===== src/common/issue_pkg.sv =====
package issue_pkg;

    // operand and result width
    localparam int data_width = 32;

    // architectural register file
    localparam int reg_count = 16;
    localparam int reg_addr_width = 4;

    // result tags, tag 0 means no pending producer
    localparam int tag_width = 3;
    localparam logic [tag_width-1:0] no_tag = '0;

    // dispatch sequence number
    localparam int birthday_width = 8;

    // stages in the ALU pipe
    localparam int alu_latency = 2;

    typedef enum logic [1:0] {
        op_add  = 2'd0,
        op_sub  = 2'd1,
        op_xor  = 2'd2,
        // second source is replaced by the immediate
        op_addi = 2'd3
    } op_t;

endpackage

===== src/hdl/issue_core.sv =====
module issue_core import issue_pkg::*; #(
    parameter int rs_depth = 4,
    parameter int num_tags = 8
) (
    input  logic                      clk,
    input  logic                      reset,
    input  logic                      dispatch,
    input  op_t                       op,
    input  logic [reg_addr_width-1:0] rd,
    input  logic [reg_addr_width-1:0] rs1,
    input  logic [reg_addr_width-1:0] rs2,
    input  logic [data_width-1:0]     imm,
    output logic                      stall,
    output logic                      cdb_valid,
    output logic [tag_width-1:0]      cdb_tag,
    output logic [data_width-1:0]     cdb_value,
    output logic [birthday_width-1:0] cdb_seq
);

    logic                      dispatch_fire;
    logic                      rs_full;
    logic                      tag_empty;
    logic [tag_width-1:0]      alloc_tag;
    logic [data_width-1:0]     rs1_value;
    logic [tag_width-1:0]      rs1_tag;
    logic                      rs1_ready;
    logic [data_width-1:0]     rs2_value;
    logic [tag_width-1:0]      rs2_tag;
    logic                      rs2_ready;
    logic                      issue_valid;
    op_t                       issue_op;
    logic [data_width-1:0]     issue_a;
    logic [data_width-1:0]     issue_b;
    logic [tag_width-1:0]      issue_tag;
    logic [birthday_width-1:0] issue_seq;

    // a dispatch under stall is dropped
    assign stall         = rs_full || tag_empty;
    assign dispatch_fire = dispatch && !stall;

    rename_table rename_table_inst (
        .clk           (clk),
        .reset         (reset),
        .dispatch_fire (dispatch_fire),
        .rd            (rd),
        .rs1           (rs1),
        .rs2           (rs2),
        .new_tag       (alloc_tag),
        .cdb_valid     (cdb_valid),
        .cdb_tag       (cdb_tag),
        .cdb_value     (cdb_value),
        .rs1_value     (rs1_value),
        .rs1_tag       (rs1_tag),
        .rs1_ready     (rs1_ready),
        .rs2_value     (rs2_value),
        .rs2_tag       (rs2_tag),
        .rs2_ready     (rs2_ready)
    );

    tag_allocator #(
        .num_tags (num_tags)
    ) tag_allocator_inst (
        .clk           (clk),
        .reset         (reset),
        .dispatch_fire (dispatch_fire),
        .cdb_valid     (cdb_valid),
        .cdb_tag       (cdb_tag),
        .alloc_tag     (alloc_tag),
        .tag_empty     (tag_empty)
    );

    reservation_station #(
        .rs_depth (rs_depth)
    ) reservation_station_inst (
        .clk           (clk),
        .reset         (reset),
        .dispatch_fire (dispatch_fire),
        .op            (op),
        .imm           (imm),
        .new_tag       (alloc_tag),
        .rs1_value     (rs1_value),
        .rs1_tag       (rs1_tag),
        .rs1_ready     (rs1_ready),
        .rs2_value     (rs2_value),
        .rs2_tag       (rs2_tag),
        .rs2_ready     (rs2_ready),
        .cdb_valid     (cdb_valid),
        .cdb_tag       (cdb_tag),
        .cdb_value     (cdb_value),
        .rs_full       (rs_full),
        .issue_valid   (issue_valid),
        .issue_op      (issue_op),
        .issue_a       (issue_a),
        .issue_b       (issue_b),
        .issue_tag     (issue_tag),
        .issue_seq     (issue_seq)
    );

    alu_pipe alu_pipe_inst (
        .clk         (clk),
        .reset       (reset),
        .issue_valid (issue_valid),
        .issue_op    (issue_op),
        .issue_a     (issue_a),
        .issue_b     (issue_b),
        .issue_tag   (issue_tag),
        .issue_seq   (issue_seq),
        .cdb_valid   (cdb_valid),
        .cdb_tag     (cdb_tag),
        .cdb_value   (cdb_value),
        .cdb_seq     (cdb_seq)
    );

endmodule


===== src/hdl/alu_pipe.sv =====
module alu_pipe import issue_pkg::*; (
    input  logic                      clk,
    input  logic                      reset,
    input  logic                      issue_valid,
    input  op_t                       issue_op,
    input  logic [data_width-1:0]     issue_a,
    input  logic [data_width-1:0]     issue_b,
    input  logic [tag_width-1:0]      issue_tag,
    input  logic [birthday_width-1:0] issue_seq,
    output logic                      cdb_valid,
    output logic [tag_width-1:0]      cdb_tag,
    output logic [data_width-1:0]     cdb_value,
    output logic [birthday_width-1:0] cdb_seq
);

    logic [alu_latency-1:0]    stage_valid;
    op_t                       s1_op;
    logic [data_width-1:0]     s1_a;
    logic [data_width-1:0]     s1_b;
    logic [tag_width-1:0]      s1_tag;
    logic [birthday_width-1:0] s1_seq;
    logic [data_width-1:0]     s1_result;

    always_comb begin
        case (s1_op)
            op_sub:  s1_result = s1_a - s1_b;
            op_xor:  s1_result = s1_a ^ s1_b;
            // b already carries the immediate for addi
            default: s1_result = s1_a + s1_b;
        endcase
    end

    always_ff @(posedge clk) begin
        if (reset) begin
            stage_valid <= '0;
        end else begin
            stage_valid <= {stage_valid[alu_latency-2:0], issue_valid};
        end
    end

    always_ff @(posedge clk) begin
        s1_op     <= issue_op;
        s1_a      <= issue_a;
        s1_b      <= issue_b;
        s1_tag    <= issue_tag;
        s1_seq    <= issue_seq;
        cdb_value <= s1_result;
        cdb_tag   <= s1_tag;
        cdb_seq   <= s1_seq;
    end

    assign cdb_valid = stage_valid[alu_latency-1];

endmodule


===== src/reservation_station/reservation_station.sv =====
module reservation_station import issue_pkg::*; #(
    parameter int rs_depth = 4
) (
    input  logic                      clk,
    input  logic                      reset,
    input  logic                      dispatch_fire,
    input  op_t                       op,
    input  logic [data_width-1:0]     imm,
    input  logic [tag_width-1:0]      new_tag,
    input  logic [data_width-1:0]     rs1_value,
    input  logic [tag_width-1:0]      rs1_tag,
    input  logic                      rs1_ready,
    input  logic [data_width-1:0]     rs2_value,
    input  logic [tag_width-1:0]      rs2_tag,
    input  logic                      rs2_ready,
    input  logic                      cdb_valid,
    input  logic [tag_width-1:0]      cdb_tag,
    input  logic [data_width-1:0]     cdb_value,
    output logic                      rs_full,
    output logic                      issue_valid,
    output op_t                       issue_op,
    output logic [data_width-1:0]     issue_a,
    output logic [data_width-1:0]     issue_b,
    output logic [tag_width-1:0]      issue_tag,
    output logic [birthday_width-1:0] issue_seq
);

    localparam int idx_width = $clog2(rs_depth);

    logic [rs_depth-1:0]       entry_valid;
    op_t                       entry_op       [rs_depth];
    logic [data_width-1:0]     entry_a_value  [rs_depth];
    logic [tag_width-1:0]      entry_a_tag    [rs_depth];
    logic                      entry_a_ready  [rs_depth];
    logic [data_width-1:0]     entry_b_value  [rs_depth];
    logic [tag_width-1:0]      entry_b_tag    [rs_depth];
    logic                      entry_b_ready  [rs_depth];
    logic [tag_width-1:0]      entry_dst_tag  [rs_depth];
    logic [birthday_width-1:0] entry_birthday [rs_depth];
    logic [birthday_width-1:0] entry_age      [rs_depth];
    logic [birthday_width-1:0] birth_count;
    logic [birthday_width-1:0] best_age;
    logic [idx_width-1:0]      sel_idx;
    logic                      sel_found;
    logic [idx_width-1:0]      free_idx;
    logic                      free_found;

    // distance from the counter keeps ordering across the wrap
    always_comb begin
        for (int i = 0; i < rs_depth; i++) begin
            entry_age[i] = birth_count - entry_birthday[i];
        end
    end

    // oldest entry with both operands in hand
    always_comb begin
        sel_found = 1'b0;
        sel_idx   = '0;
        best_age  = '0;
        for (int i = 0; i < rs_depth; i++) begin
            if (entry_valid[i] && entry_a_ready[i] && entry_b_ready[i] &&
                    (!sel_found || (entry_age[i] > best_age))) begin
                sel_found = 1'b1;
                sel_idx   = idx_width'(i);
                best_age  = entry_age[i];
            end
        end
    end

    // lowest free slot
    always_comb begin
        free_found = 1'b0;
        free_idx   = '0;
        for (int i = rs_depth - 1; i >= 0; i--) begin
            if (!entry_valid[i]) begin
                free_found = 1'b1;
                free_idx   = idx_width'(i);
            end
        end
    end

    assign rs_full     = !free_found;
    assign issue_valid = sel_found;
    assign issue_op    = entry_op[sel_idx];
    assign issue_a     = entry_a_value[sel_idx];
    assign issue_b     = entry_b_value[sel_idx];
    assign issue_tag   = entry_dst_tag[sel_idx];
    assign issue_seq   = entry_birthday[sel_idx];

    always_ff @(posedge clk) begin
        if (reset) begin
            entry_valid <= '0;
            birth_count <= '0;
        end else begin
            if (sel_found) begin
                entry_valid[sel_idx] <= 1'b0;
            end
            if (dispatch_fire) begin
                entry_valid[free_idx] <= 1'b1;
                birth_count           <= birth_count + 1'b1;
            end
        end
    end

    always_ff @(posedge clk) begin
        for (int i = 0; i < rs_depth; i++) begin
            if (dispatch_fire && (free_idx == idx_width'(i))) begin
                entry_op[i]       <= op;
                entry_a_value[i]  <= rs1_value;
                entry_a_tag[i]    <= rs1_tag;
                entry_a_ready[i]  <= rs1_ready;
                entry_dst_tag[i]  <= new_tag;
                entry_birthday[i] <= birth_count;
                if (op == op_addi) begin
                    entry_b_value[i] <= imm;
                    entry_b_tag[i]   <= no_tag;
                    entry_b_ready[i] <= 1'b1;
                end else begin
                    entry_b_value[i] <= rs2_value;
                    entry_b_tag[i]   <= rs2_tag;
                    entry_b_ready[i] <= rs2_ready;
                end
            end else if (cdb_valid) begin
                // snoop the broadcast for waiting operands
                if (!entry_a_ready[i] && (entry_a_tag[i] == cdb_tag)) begin
                    entry_a_value[i] <= cdb_value;
                    entry_a_ready[i] <= 1'b1;
                end
                if (!entry_b_ready[i] && (entry_b_tag[i] == cdb_tag)) begin
                    entry_b_value[i] <= cdb_value;
                    entry_b_ready[i] <= 1'b1;
                end
            end
        end
    end

endmodule


===== src/hdl/tag_allocator.sv =====
module tag_allocator import issue_pkg::*; #(
    parameter int num_tags = 8
) (
    input  logic                 clk,
    input  logic                 reset,
    input  logic                 dispatch_fire,
    input  logic                 cdb_valid,
    input  logic [tag_width-1:0] cdb_tag,
    output logic [tag_width-1:0] alloc_tag,
    output logic                 tag_empty
);

    // tag 0 is never handed out
    logic [num_tags-1:1] busy;

    // scan downward so the lowest free tag is the one left
    always_comb begin
        alloc_tag = no_tag;
        tag_empty = 1'b1;
        for (int i = num_tags - 1; i >= 1; i--) begin
            if (!busy[i]) begin
                alloc_tag = tag_width'(i);
                tag_empty = 1'b0;
            end
        end
    end

    always_ff @(posedge clk) begin
        if (reset) begin
            busy <= '0;
        end else begin
            if (cdb_valid && (cdb_tag != no_tag)) begin
                busy[cdb_tag] <= 1'b0;
            end
            // offered tag is free, so it never collides with the freed one
            if (dispatch_fire) begin
                busy[alloc_tag] <= 1'b1;
            end
        end
    end

endmodule


===== src/hdl/rename_table.sv =====
module rename_table import issue_pkg::*; (
    input  logic                      clk,
    input  logic                      reset,
    input  logic                      dispatch_fire,
    input  logic [reg_addr_width-1:0] rd,
    input  logic [reg_addr_width-1:0] rs1,
    input  logic [reg_addr_width-1:0] rs2,
    input  logic [tag_width-1:0]      new_tag,
    input  logic                      cdb_valid,
    input  logic [tag_width-1:0]      cdb_tag,
    input  logic [data_width-1:0]     cdb_value,
    output logic [data_width-1:0]     rs1_value,
    output logic [tag_width-1:0]      rs1_tag,
    output logic                      rs1_ready,
    output logic [data_width-1:0]     rs2_value,
    output logic [tag_width-1:0]      rs2_tag,
    output logic                      rs2_ready
);

    logic [data_width-1:0] reg_value   [reg_count];
    logic [tag_width-1:0]  reg_tag     [reg_count];
    logic                  reg_pending [reg_count];
    logic                  rs1_hit;
    logic                  rs2_hit;

    // a producer finishing this cycle counts as ready
    assign rs1_hit = reg_pending[rs1] && cdb_valid && (cdb_tag == reg_tag[rs1]);
    assign rs2_hit = reg_pending[rs2] && cdb_valid && (cdb_tag == reg_tag[rs2]);

    assign rs1_value = rs1_hit ? cdb_value : reg_value[rs1];
    assign rs1_tag   = reg_tag[rs1];
    assign rs1_ready = !reg_pending[rs1] || rs1_hit;

    assign rs2_value = rs2_hit ? cdb_value : reg_value[rs2];
    assign rs2_tag   = reg_tag[rs2];
    assign rs2_ready = !reg_pending[rs2] || rs2_hit;

    always_ff @(posedge clk) begin
        if (reset) begin
            for (int i = 0; i < reg_count; i++) begin
                reg_value[i]   <= '0;
                reg_tag[i]     <= no_tag;
                reg_pending[i] <= 1'b0;
            end
        end else begin
            for (int i = 0; i < reg_count; i++) begin
                if (cdb_valid && reg_pending[i] && (reg_tag[i] == cdb_tag)) begin
                    reg_value[i]   <= cdb_value;
                    reg_pending[i] <= 1'b0;
                end
                // newer rename wins over the writeback
                if (dispatch_fire && (rd == reg_addr_width'(i)) && (i != 0)) begin
                    reg_tag[i]     <= new_tag;
                    reg_pending[i] <= 1'b1;
                end
            end
        end
    end

endmodule


===== config.mk =====
export PLATFORM = sky130hd
export DESIGN_NAME = issue_core
export DESIGN_NICKNAME = d
export VERILOG_FILES = /design/src/common/issue_pkg.sv /design/src/hdl/issue_core.sv /design/src/hdl/alu_pipe.sv /design/src/reservation_station/reservation_station.sv /design/src/hdl/tag_allocator.sv /design/src/hdl/rename_table.sv
export SDC_FILE = /design/constraint.sdc
export NUM_CORES = 2
export LEC_CHECK = 0
export BUFFER_PORTS_ARGS = -buffer_cell sky130_fd_sc_hd__buf_2
export CAP_MARGIN = 30
export CORE_ASPECT_RATIO = 0.6
export CORE_UTILIZATION = 55
export CTS_BUF_LIST = sky130_fd_sc_hd__clkbuf_16
export DETAILED_ROUTE_END_ITERATION = 10
export PLACE_DENSITY_LB_ADDON = 0.15
export SETUP_SLACK_MARGIN = 0.2
export SLEW_MARGIN = 20
export SYNTH_ARGS = -nofsm -noshare
export SYNTH_HDL_FRONTEND = slang
export SYNTH_SLANG_ARGS = --single-unit

===== constraint.sdc =====
create_clock -name clk -period 10.98 [get_ports clk]
set_input_delay 0.549 -clock clk [delete_from_list [all_inputs] [get_ports clk]]
set_output_delay 0.549 -clock clk [all_outputs]
set_load 0.02 [all_outputs]

After elaboration in Yosys (flattened, before gate mapping)
Memories as Yosys holds them, arrays and structs flattened. A register that Yosys moved wholly into a read port is not among the register bits.
Cells that the tools add are included.
{ "word_totals": {"latch_bits": 0, "mem_bits_rw": 916, "regBits": 64, "output_inout_bits": 45, "elab_cells": 636, "mem_bits_ro": 0, "mem_count": 12, "inputBits": 49} }
{ "mem_list": {"columns": ["name", "depth", "width", "read_ports", "rd_clocked_by_memory_dff", "wr", "line", "source"], "rows": [
  ["rename_table_inst.reg_value", 16, 32, 2, 0, 16, "rename_table.sv:20", "logic [data_width-1:0] reg_value [reg_count];"],
  ["reservation_station_inst.entry_a_value", 4, 32, 1, 1, 4, "reservation_station.sv:32", "logic [data_width-1:0] entry_a_value [rs_depth];"],
  ["reservation_station_inst.entry_b_value", 4, 32, 1, 1, 4, "reservation_station.sv:35", "logic [data_width-1:0] entry_b_value [rs_depth];"],
  ["rename_table_inst.reg_tag", 16, 3, 18, 0, 16, "rename_table.sv:21", "logic [tag_width-1:0] reg_tag [reg_count];"],
  ["reservation_station_inst.entry_birthday", 4, 8, 5, 1, 1, "reservation_station.sv:39", "logic [birthday_width-1:0] entry_birthday [rs_depth];"],
  ["rename_table_inst.reg_pending", 16, 1, 18, 0, 16, "rename_table.sv:22", "logic reg_pending [reg_count];"],
  ["+6 memories", null, null, null, null, null, null, null]
]} }
{ "op_classes": {"muxes": 337, "n_mul": 0, "n_eq_ne": 47, "add_sub_neg": 7, "div_mod_pow": 0, "bitwise_logic": 97, "n_reduce_logical": 118, "order_cmp": 11, "shifts": 0} }
{ "op_table": {"columns": ["cell", "count"], "rows": [
  ["32-bit two-way mux", 30],
  ["1-bit two-way mux", 231],
  ["3-bit two-way mux", 35],
  ["1-bit bitwise OR", 90],
  ["1-bit logical AND", 80],
  ["3-bit equality test", 26],
  ["32-bit case mux with 2 select lines", 1],
  ["2-bit two-way mux", 24],
  ["8-bit two-way mux", 6],
  ["32-bit adder", 1],
  ["4-bit equality test, second input constant", 8],
  ["32-bit subtractor", 1],
  ["8-bit subtractor", 4],
  ["32-bit bitwise XOR", 1],
  ["3-bit OR reduction", 9],
  ["8-bit > comparator", 3],
  ["8-bit OR reduction", 3],
  ["7-bit two-way mux", 3],
  ["4-bit by 3-bit equality test with 1-bit output, second input constant", 4],
  ["1-bit logical NOT", 15],
  ["4-bit two-way mux", 3],
  ["8-bit by 1-bit adder with 8-bit output, second input constant", 1],
  ["2-bit equality test, second input constant", 4],
  ["4-bit by 2-bit equality test with 1-bit output, second input constant", 2],
  ["18 further kinds", 32]
]} }

Depth between registers and ports, before layout
An unclocked memory read counts as a cell.
{ "depth": {"word_depth": 26, "depth_mapped": 43, "ltp_nobuf": 39} }

By module
A second synthesis with hierarchy kept.
{ "hier_totals": {"hier_cells": 4131, "area_unflattened_um2": 53916.7} }
{ "modules_own_cells": {"columns": ["module", "cells_per_inst", "instances", "seq_area_each_um2", "area_each_um2"], "rows": [
  ["rename_table", 1842, 1, 16215.6, 28688.8],
  ["reservation_station", 1701, 1, 10430.0, 19543.7],
  ["alu_pipe", 541, 1, 2442.3, 5292.6],
  ["tag_allocator", 45, 1, 140.1, 377.9],
  ["issue_core", 2, 1, 0.0, 13.8]
]} }

Worst setup path after synthesis
No wires, ideal clock.
{ "synth_timing": {"path_type": "reg-to-reg", "startpoint": "register reservation_station_inst.birth_count[1]", "endpoint": "register alu_pipe_inst.s1_a[0] (read register of reservation_station_inst.entry_a_value)", "period_less_slack_ns": 7.547, "path_stages_with_launch": 40, "setup_slack_ns": 3.433, "arrival_ns": 7.433, "setup_ns": 0.114, "cell_sequence": "dfxtp_1 ha_1 nor2b_1 o21ai_0 a21boi_0 o21a_1 o21ai_0 nor3b_1 inv_1 ha_1 a21oi_1 nor2b_1 o21ai_0 nand2b_1 o22ai_1 a21o_1 clkbuf_1 mux2_2 [4 not listed] a21oi_1 o22a_1 o21bai_1 clkbuf_1 clkbuf_1 o21ai_0 ha_1 nor2b_1 o21ai_0 nand2b_1 a21oi_1 o21ai_0 o21ai_0 a21oi_1 clkbuf_1 clkbuf_1 a211oi_1 a21o_1"} }
{ "synth_between": {"elab_chain_len": 14} }
{ "synth_rtl": {"columns": ["item", "line", "source"], "rows": [
  ["from (decl)", "reservation_station.sv:41", "logic [birthday_width-1:0] birth_count;"],
  ["from (signal assigned)", "reservation_station.sv:100", "birth_count <= birth_count + 1'b1;"],
  ["8-bit subtractor", "reservation_station.sv:51", "entry_age[i] = birth_count - entry_birthday[i];"],
  ["8-bit two-way mux", "reservation_station.sv:61", "if (entry_valid[i] && entry_a_ready[i] && entry_b_ready[i] &&"],
  ["8-bit > comparator", "reservation_station.sv:62", "(!sel_found || (entry_age[i] > best_age))) begin"],
  ["1-bit logical OR", "reservation_station.sv:62", null],
  ["1-bit logical AND", "reservation_station.sv:61", null],
  ["8-bit two-way mux or 1-bit two-way mux (tied branches)", "reservation_station.sv:61", null],
  ["8-bit > comparator or 1-bit logical NOT (tied branches)", "reservation_station.sv:62", null],
  ["1-bit logical OR", "reservation_station.sv:62", null],
  ["1-bit logical AND", "reservation_station.sv:61", null],
  ["8-bit two-way mux or 1-bit two-way mux (tied branches)", "reservation_station.sv:61", null],
  ["8-bit > comparator or 1-bit logical NOT (tied branches)", "reservation_station.sv:62", null],
  ["1-bit logical OR", "reservation_station.sv:62", null],
  ["1-bit logical AND", "reservation_station.sv:61", null],
  ["2-bit two-way mux (*)", "reservation_station.sv:61", null],
  ["to (decl)", "alu_pipe.sv:18", "logic [data_width-1:0] s1_a;"]
]} }
Every way passes the cells marked *; elsewhere a longest branch is shown, timed or not.
A chain may end at the register's enable or synchronous reset.

Worst setup path in the final report
{ "layout_timing": {"startpoint": "register reservation_station_inst.birth_count[1]", "endpoint": "register alu_pipe_inst.s1_b[11] (read register of reservation_station_inst.entry_b_value)"} }
{ "layout_between": {"elab_chain_len": 14} }
{ "layout_rtl": {"columns": ["item", "line", "source"], "rows": [
  ["8-bit subtractor", "reservation_station.sv:51", null],
  ["8-bit two-way mux", "reservation_station.sv:61", null],
  ["8-bit > comparator", "reservation_station.sv:62", null],
  ["1-bit logical OR", "reservation_station.sv:62", null],
  ["1-bit logical AND", "reservation_station.sv:61", null],
  ["8-bit two-way mux or 1-bit two-way mux (tied branches)", "reservation_station.sv:61", null],
  ["8-bit > comparator or 1-bit logical NOT (tied branches)", "reservation_station.sv:62", null],
  ["1-bit logical OR", "reservation_station.sv:62", null],
  ["1-bit logical AND", "reservation_station.sv:61", null],
  ["8-bit two-way mux or 1-bit two-way mux (tied branches)", "reservation_station.sv:61", null],
  ["8-bit > comparator or 1-bit logical NOT (tied branches)", "reservation_station.sv:62", null],
  ["1-bit logical OR", "reservation_station.sv:62", null],
  ["1-bit logical AND", "reservation_station.sv:61", null],
  ["2-bit two-way mux (*)", "reservation_station.sv:61", null],
  ["to (decl)", "alu_pipe.sv:19", "logic [data_width-1:0] s1_b;"]
]} }
Marks and branches as above.

==> out/metrics.cfg <==
[outcome]
outcome = completed

[floorplan]
die_area_um2 = 96800
core_um2 = 94270
placement_rows = 87
die_width_um = 401
die-height_um = 241.4
design.portCount = 94
start_util_pct = 55.73

[pwr]
totalPowerFinal_mw = 10.37
pwr-share-seq_pct = 48.9
vdd_ir_drop_max_uv = 146.5
swShare_pct = 30.44
p_sw_mw = 3.155
power_leakage_nw = 21.71
p_clk_share_pct = 31.9
internal_power_mw = 7.211
combinationalPowerShare_pct = 19.2
pwr_density_cell_nw_per_um2 = 180.5

[synthesis]
mappedNetlistArea_um2 = 52540
synth-warning-count = 0
avgSynthCellArea_um2 = 13.01
synth-seq-area-share_pct = 55.63
synth_cells = 4037
async_s_r_ff_share_synth_pct = 0
synth_cell_types = 70
ys_ff_latch = 1021
post_syn_nets = 4176
edff_count_synth = 878
synth-main-ff-cell = sky130_fd_sc_hd__edfxtp_1

[critical_path]
crit_arrival_ns = 9.26
cp_data_required_time_ns = 11.57
path_common_cell = sky130_fd_sc_hd__o21ai_0
crit_type = flop to flop
cpMaxStageDelayCell = sky130_fd_sc_hd__a21oi_1
reg2reg_slack_ns = 2.31
critPathMaxFanout = 46
setup.worst_path.end_class = flop
cp-start-kind = flop
critPathMaxStageDelay_ns = 0.79

[sta]
post-route-min-period_ns = 8.667
final-setup-viol-count = 0
timing_hold_violations_final = 0
post-route-period-util_pct = 78.93
maxSlewHeadroom_pct = 31.46
max_clock_freq_ghz = 0.1154
worst_slack_ns = 2.313
grt_setup_unrepaired = no
worstMarginPinSlew_ns = 1.028
fin_skew_ns = 0.02655
final_count_of_pins_violating_max_slew = 0
setup_tns_ns = 0

[cells_and_area]
drive_above_1_share_pct = 20.82
layout.cell_area.non_filler_um2 = 57430
area_delta_synth_final_pct = 9.312
final.fill_count = 7254
layout.nets = 4135
fin_util_pct = 60.92

[clock_tree]
clock_insertion_delay_worst_skew_ns = 0.71
clock_tree.root_cell = sky130_fd_sc_hd__clkbuf_16
cts-resized-gates = 0
number_of_buffers_inserted_by_post_cts_setup_repair = 0
clock-sinks = 1021
cts_made_buffers = 97
post_cts_hold_buffer_count = 0
clock_tree.htree_level_count = 3
clk_transition_reported_paths_ns = 0.06
tritoncts_clock_tree = done
clock_path_buffers = 3

[global_routing]
number_of_antenna_violations_at_the_first_check_in_global_routing = 9
gr-total-overflow = 0
grt_start_max_net_pins = 93
grt.total_usage_pct = 31.71
grt_pass1_wl_mm = 224.3
grt_pass1_vias = 33000

[placed_design]
buffer_ports.inserted = 93
place_worst_setup_slack_ns = 2.159
post_placement_cell_area_um2 = 54100
dp_hpwl_mm = 94.98
gp_routability_congestion = 0.8692

[min_path]
worst_hold_path_type = input port to flop

[routing]
wl_per_cell_um = 28.94
drtPass1Iterations = 6
wirelength_mm = 154.2
dr.first_iter.drc_count = 5124
num_vias = 35070
remaining_drc_errors = 0
routed_vias_inst = 6.581
antenna_violation_net_count_after_detailed_routing = 0

[job]
max_cap_violations = 0

## metrics by stage
stage | instances | hold WS [ns]
floorplan | 4037 | 0.3096
global placement | 5117 | 0.3116
detailed placement | 5125 | 0.3132
CTS | 5306 | 0.1237
global route | 5326 | 0.1450
finish | 5329 | 0.1618
## flip-flops by register name (all words and copies together), names as in the netlist, 4 cells and up
register	count
rename_table_inst.reg_tag	45
rename_table_inst.reg_value	480
alu_pipe_inst.s1_seq	8
reservation_station_inst.entry_valid	4
rename_table_inst.reg_pending	15
reservation_station_inst.entry_op	8
reservation_station_inst.entry_b_value	128
reservation_station_inst.entry_a_value	128
reservation_station_inst.entry_b_ready	4
reservation_station_inst.entry_a_tag	12
reservation_station_inst.entry_birthday	32
reservation_station_inst.birth_count	8
alu_pipe_inst.s1_b	32
reservation_station_inst.entry_b_tag	12
alu_pipe_inst.s1_a	32
alu_pipe_inst.cdb_seq	8
alu_pipe_inst.cdb_value	32
tag_allocator_inst.busy	7
reservation_station_inst.entry_dst_tag	12
reservation_station_inst.entry_a_ready	4
## cell usage after synthesis (all sizes together) (4+ instances only)
cell type	instances	area, um^2
buf	83	417.9
dfxtp	143	2863
o22ai	7	62.56
mux2	235	2646
o21ai	65	325.3
o21bai	19	142.6
o31ai	9	67.56
nand2b	86	538.0
a21oi	153	773.2
inv	108	405.4
mux4	253	5698
a22oi	33	247.7
a221o	128	1281
nor3b	10	75.07
fa	5	100.1
nand2	109	426.7
nor2b	19	118.9
xor2	102	893.4
o41ai	5	43.79
mux2i	82	820.8
nor4	7	43.79
a31oi	14	87.58
clkbuf	248	930.9
xnor2	86	753.2
and3	8	50.05
and2	4	25.02
nand3	29	157.7
o21a	8	60.06
edfxtp	878	26370
a22o	35	306.5
ha	85	1064
nor2	691	2594
nor3	19	95.09
nand4	23	143.9
nand3b	8	60.06
a41o	8	80.08
or2	5	31.28
a21o	99	743.2
or3	10	62.56
a211oi	81	608.1
## layout by cell type (no fill, tap or decap), types with 81 or more instances in the layout
cell type,count
sky130_fd_sc_hd__a211oi_1,81
sky130_fd_sc_hd__a21o_1,98
sky130_fd_sc_hd__a21oi_1,147
sky130_fd_sc_hd__a221o_1,128
sky130_fd_sc_hd__buf_2,85
sky130_fd_sc_hd__buf_4,85
sky130_fd_sc_hd__clkbuf_16,99
sky130_fd_sc_hd__dfxtp_1,141
sky130_fd_sc_hd__edfxtp_1,878
sky130_fd_sc_hd__ha_1,85
sky130_fd_sc_hd__inv_1,138
sky130_fd_sc_hd__mux2_2,213
sky130_fd_sc_hd__mux2i_1,82
sky130_fd_sc_hd__mux4_2,253
sky130_fd_sc_hd__nand2_1,98
sky130_fd_sc_hd__nor2_1,688
sky130_fd_sc_hd__xnor2_1,86
sky130_fd_sc_hd__xor2_1,102
## path summary, 6_finish.rpt
kind                                                        startpoint  cells after the start                                           endpoint
hold / removal                                                   op[1]                      1  reservation_station_inst.entry_op[1][1]$_DFFE_PP_
setup / recovery  reservation_station_inst.birth_count[1]$_SDFFE_PP0P_                     33                     alu_pipe_inst.s1_b[11]$_DFF_P_
setup reg to reg  reservation_station_inst.birth_count[1]$_SDFFE_PP0P_                     33                     alu_pipe_inst.s1_b[11]$_DFF_P_
hold reg to reg                        alu_pipe_inst.s1_tag[0]$_DFF_P_                      0                   alu_pipe_inst.cdb_tag[0]$_DFF_P_
## layer usage
metal  global-route usage [%]  part of all wire, %
met2                    43.46                   41
met5                        0                0.021
met1                    48.42                   43
met4                    7.384                  1.7
met3                    10.51                   14
## cell type report
type	instances	area (um^2)	share of cell area [%]
Antenna cell	5	12.51	0.02179
Clock buffer	99	2477	4.314
Clock inverter	82	553.0	0.9630
Inverter	108	405.4	0.7059
Multi-Input combinational cell	2577	21730	37.84
Sequential cell	1021	29230	50.90
Tap cell	1246	1559	2.715
Timing Repair Buffer	191	1461	2.545
## worst max-delay path, delay by kind of cell, from the launching register on
family / cells / cell delay [ns]
compound gates: 18 / 4.45
xor+xnor: 1 / 0.20
buf+inv: 1 / 0.58
mux: 1 / 0.39
flops: 1 / 0.71
fa+ha+maj: 4 / 1.32
simple gates: 8 / 0.87
## cell families (layout without fill, tap and decap cells)
family | Yosys count | after routing | share of synthesized area, %
simple gates | 1039 | 1039 | 8.600
flops | 1021 | 1021 | 55.63
compound gates | 690 | 690 | 9.633
mux | 570 | 570 | 17.45
buf+inv | 439 | 480 | 3.339
xor+xnor | 188 | 188 | 3.134
fa+ha+maj | 90 | 90 | 2.215
other cells | 0 | 5 | 0
## power groups by stage
| stage | registers, mW | logic (mW) | clock network (mW) |
|---|---|---|---|
| finish | 5.07 | 1.99 | 3.30 |
| global route | 5.10 | 2.14 | 3.46 |
| CTS | 5.04 | 1.94 | 3.32 |
| detailed placement | 5.13 | 1.93 | 0 |
| global placement | 5.11 | 1.90 | 0 |
| floorplan | 4.92 | 1.36 | 0 |
Note: power is estimated with default switching activity, not from simulation.
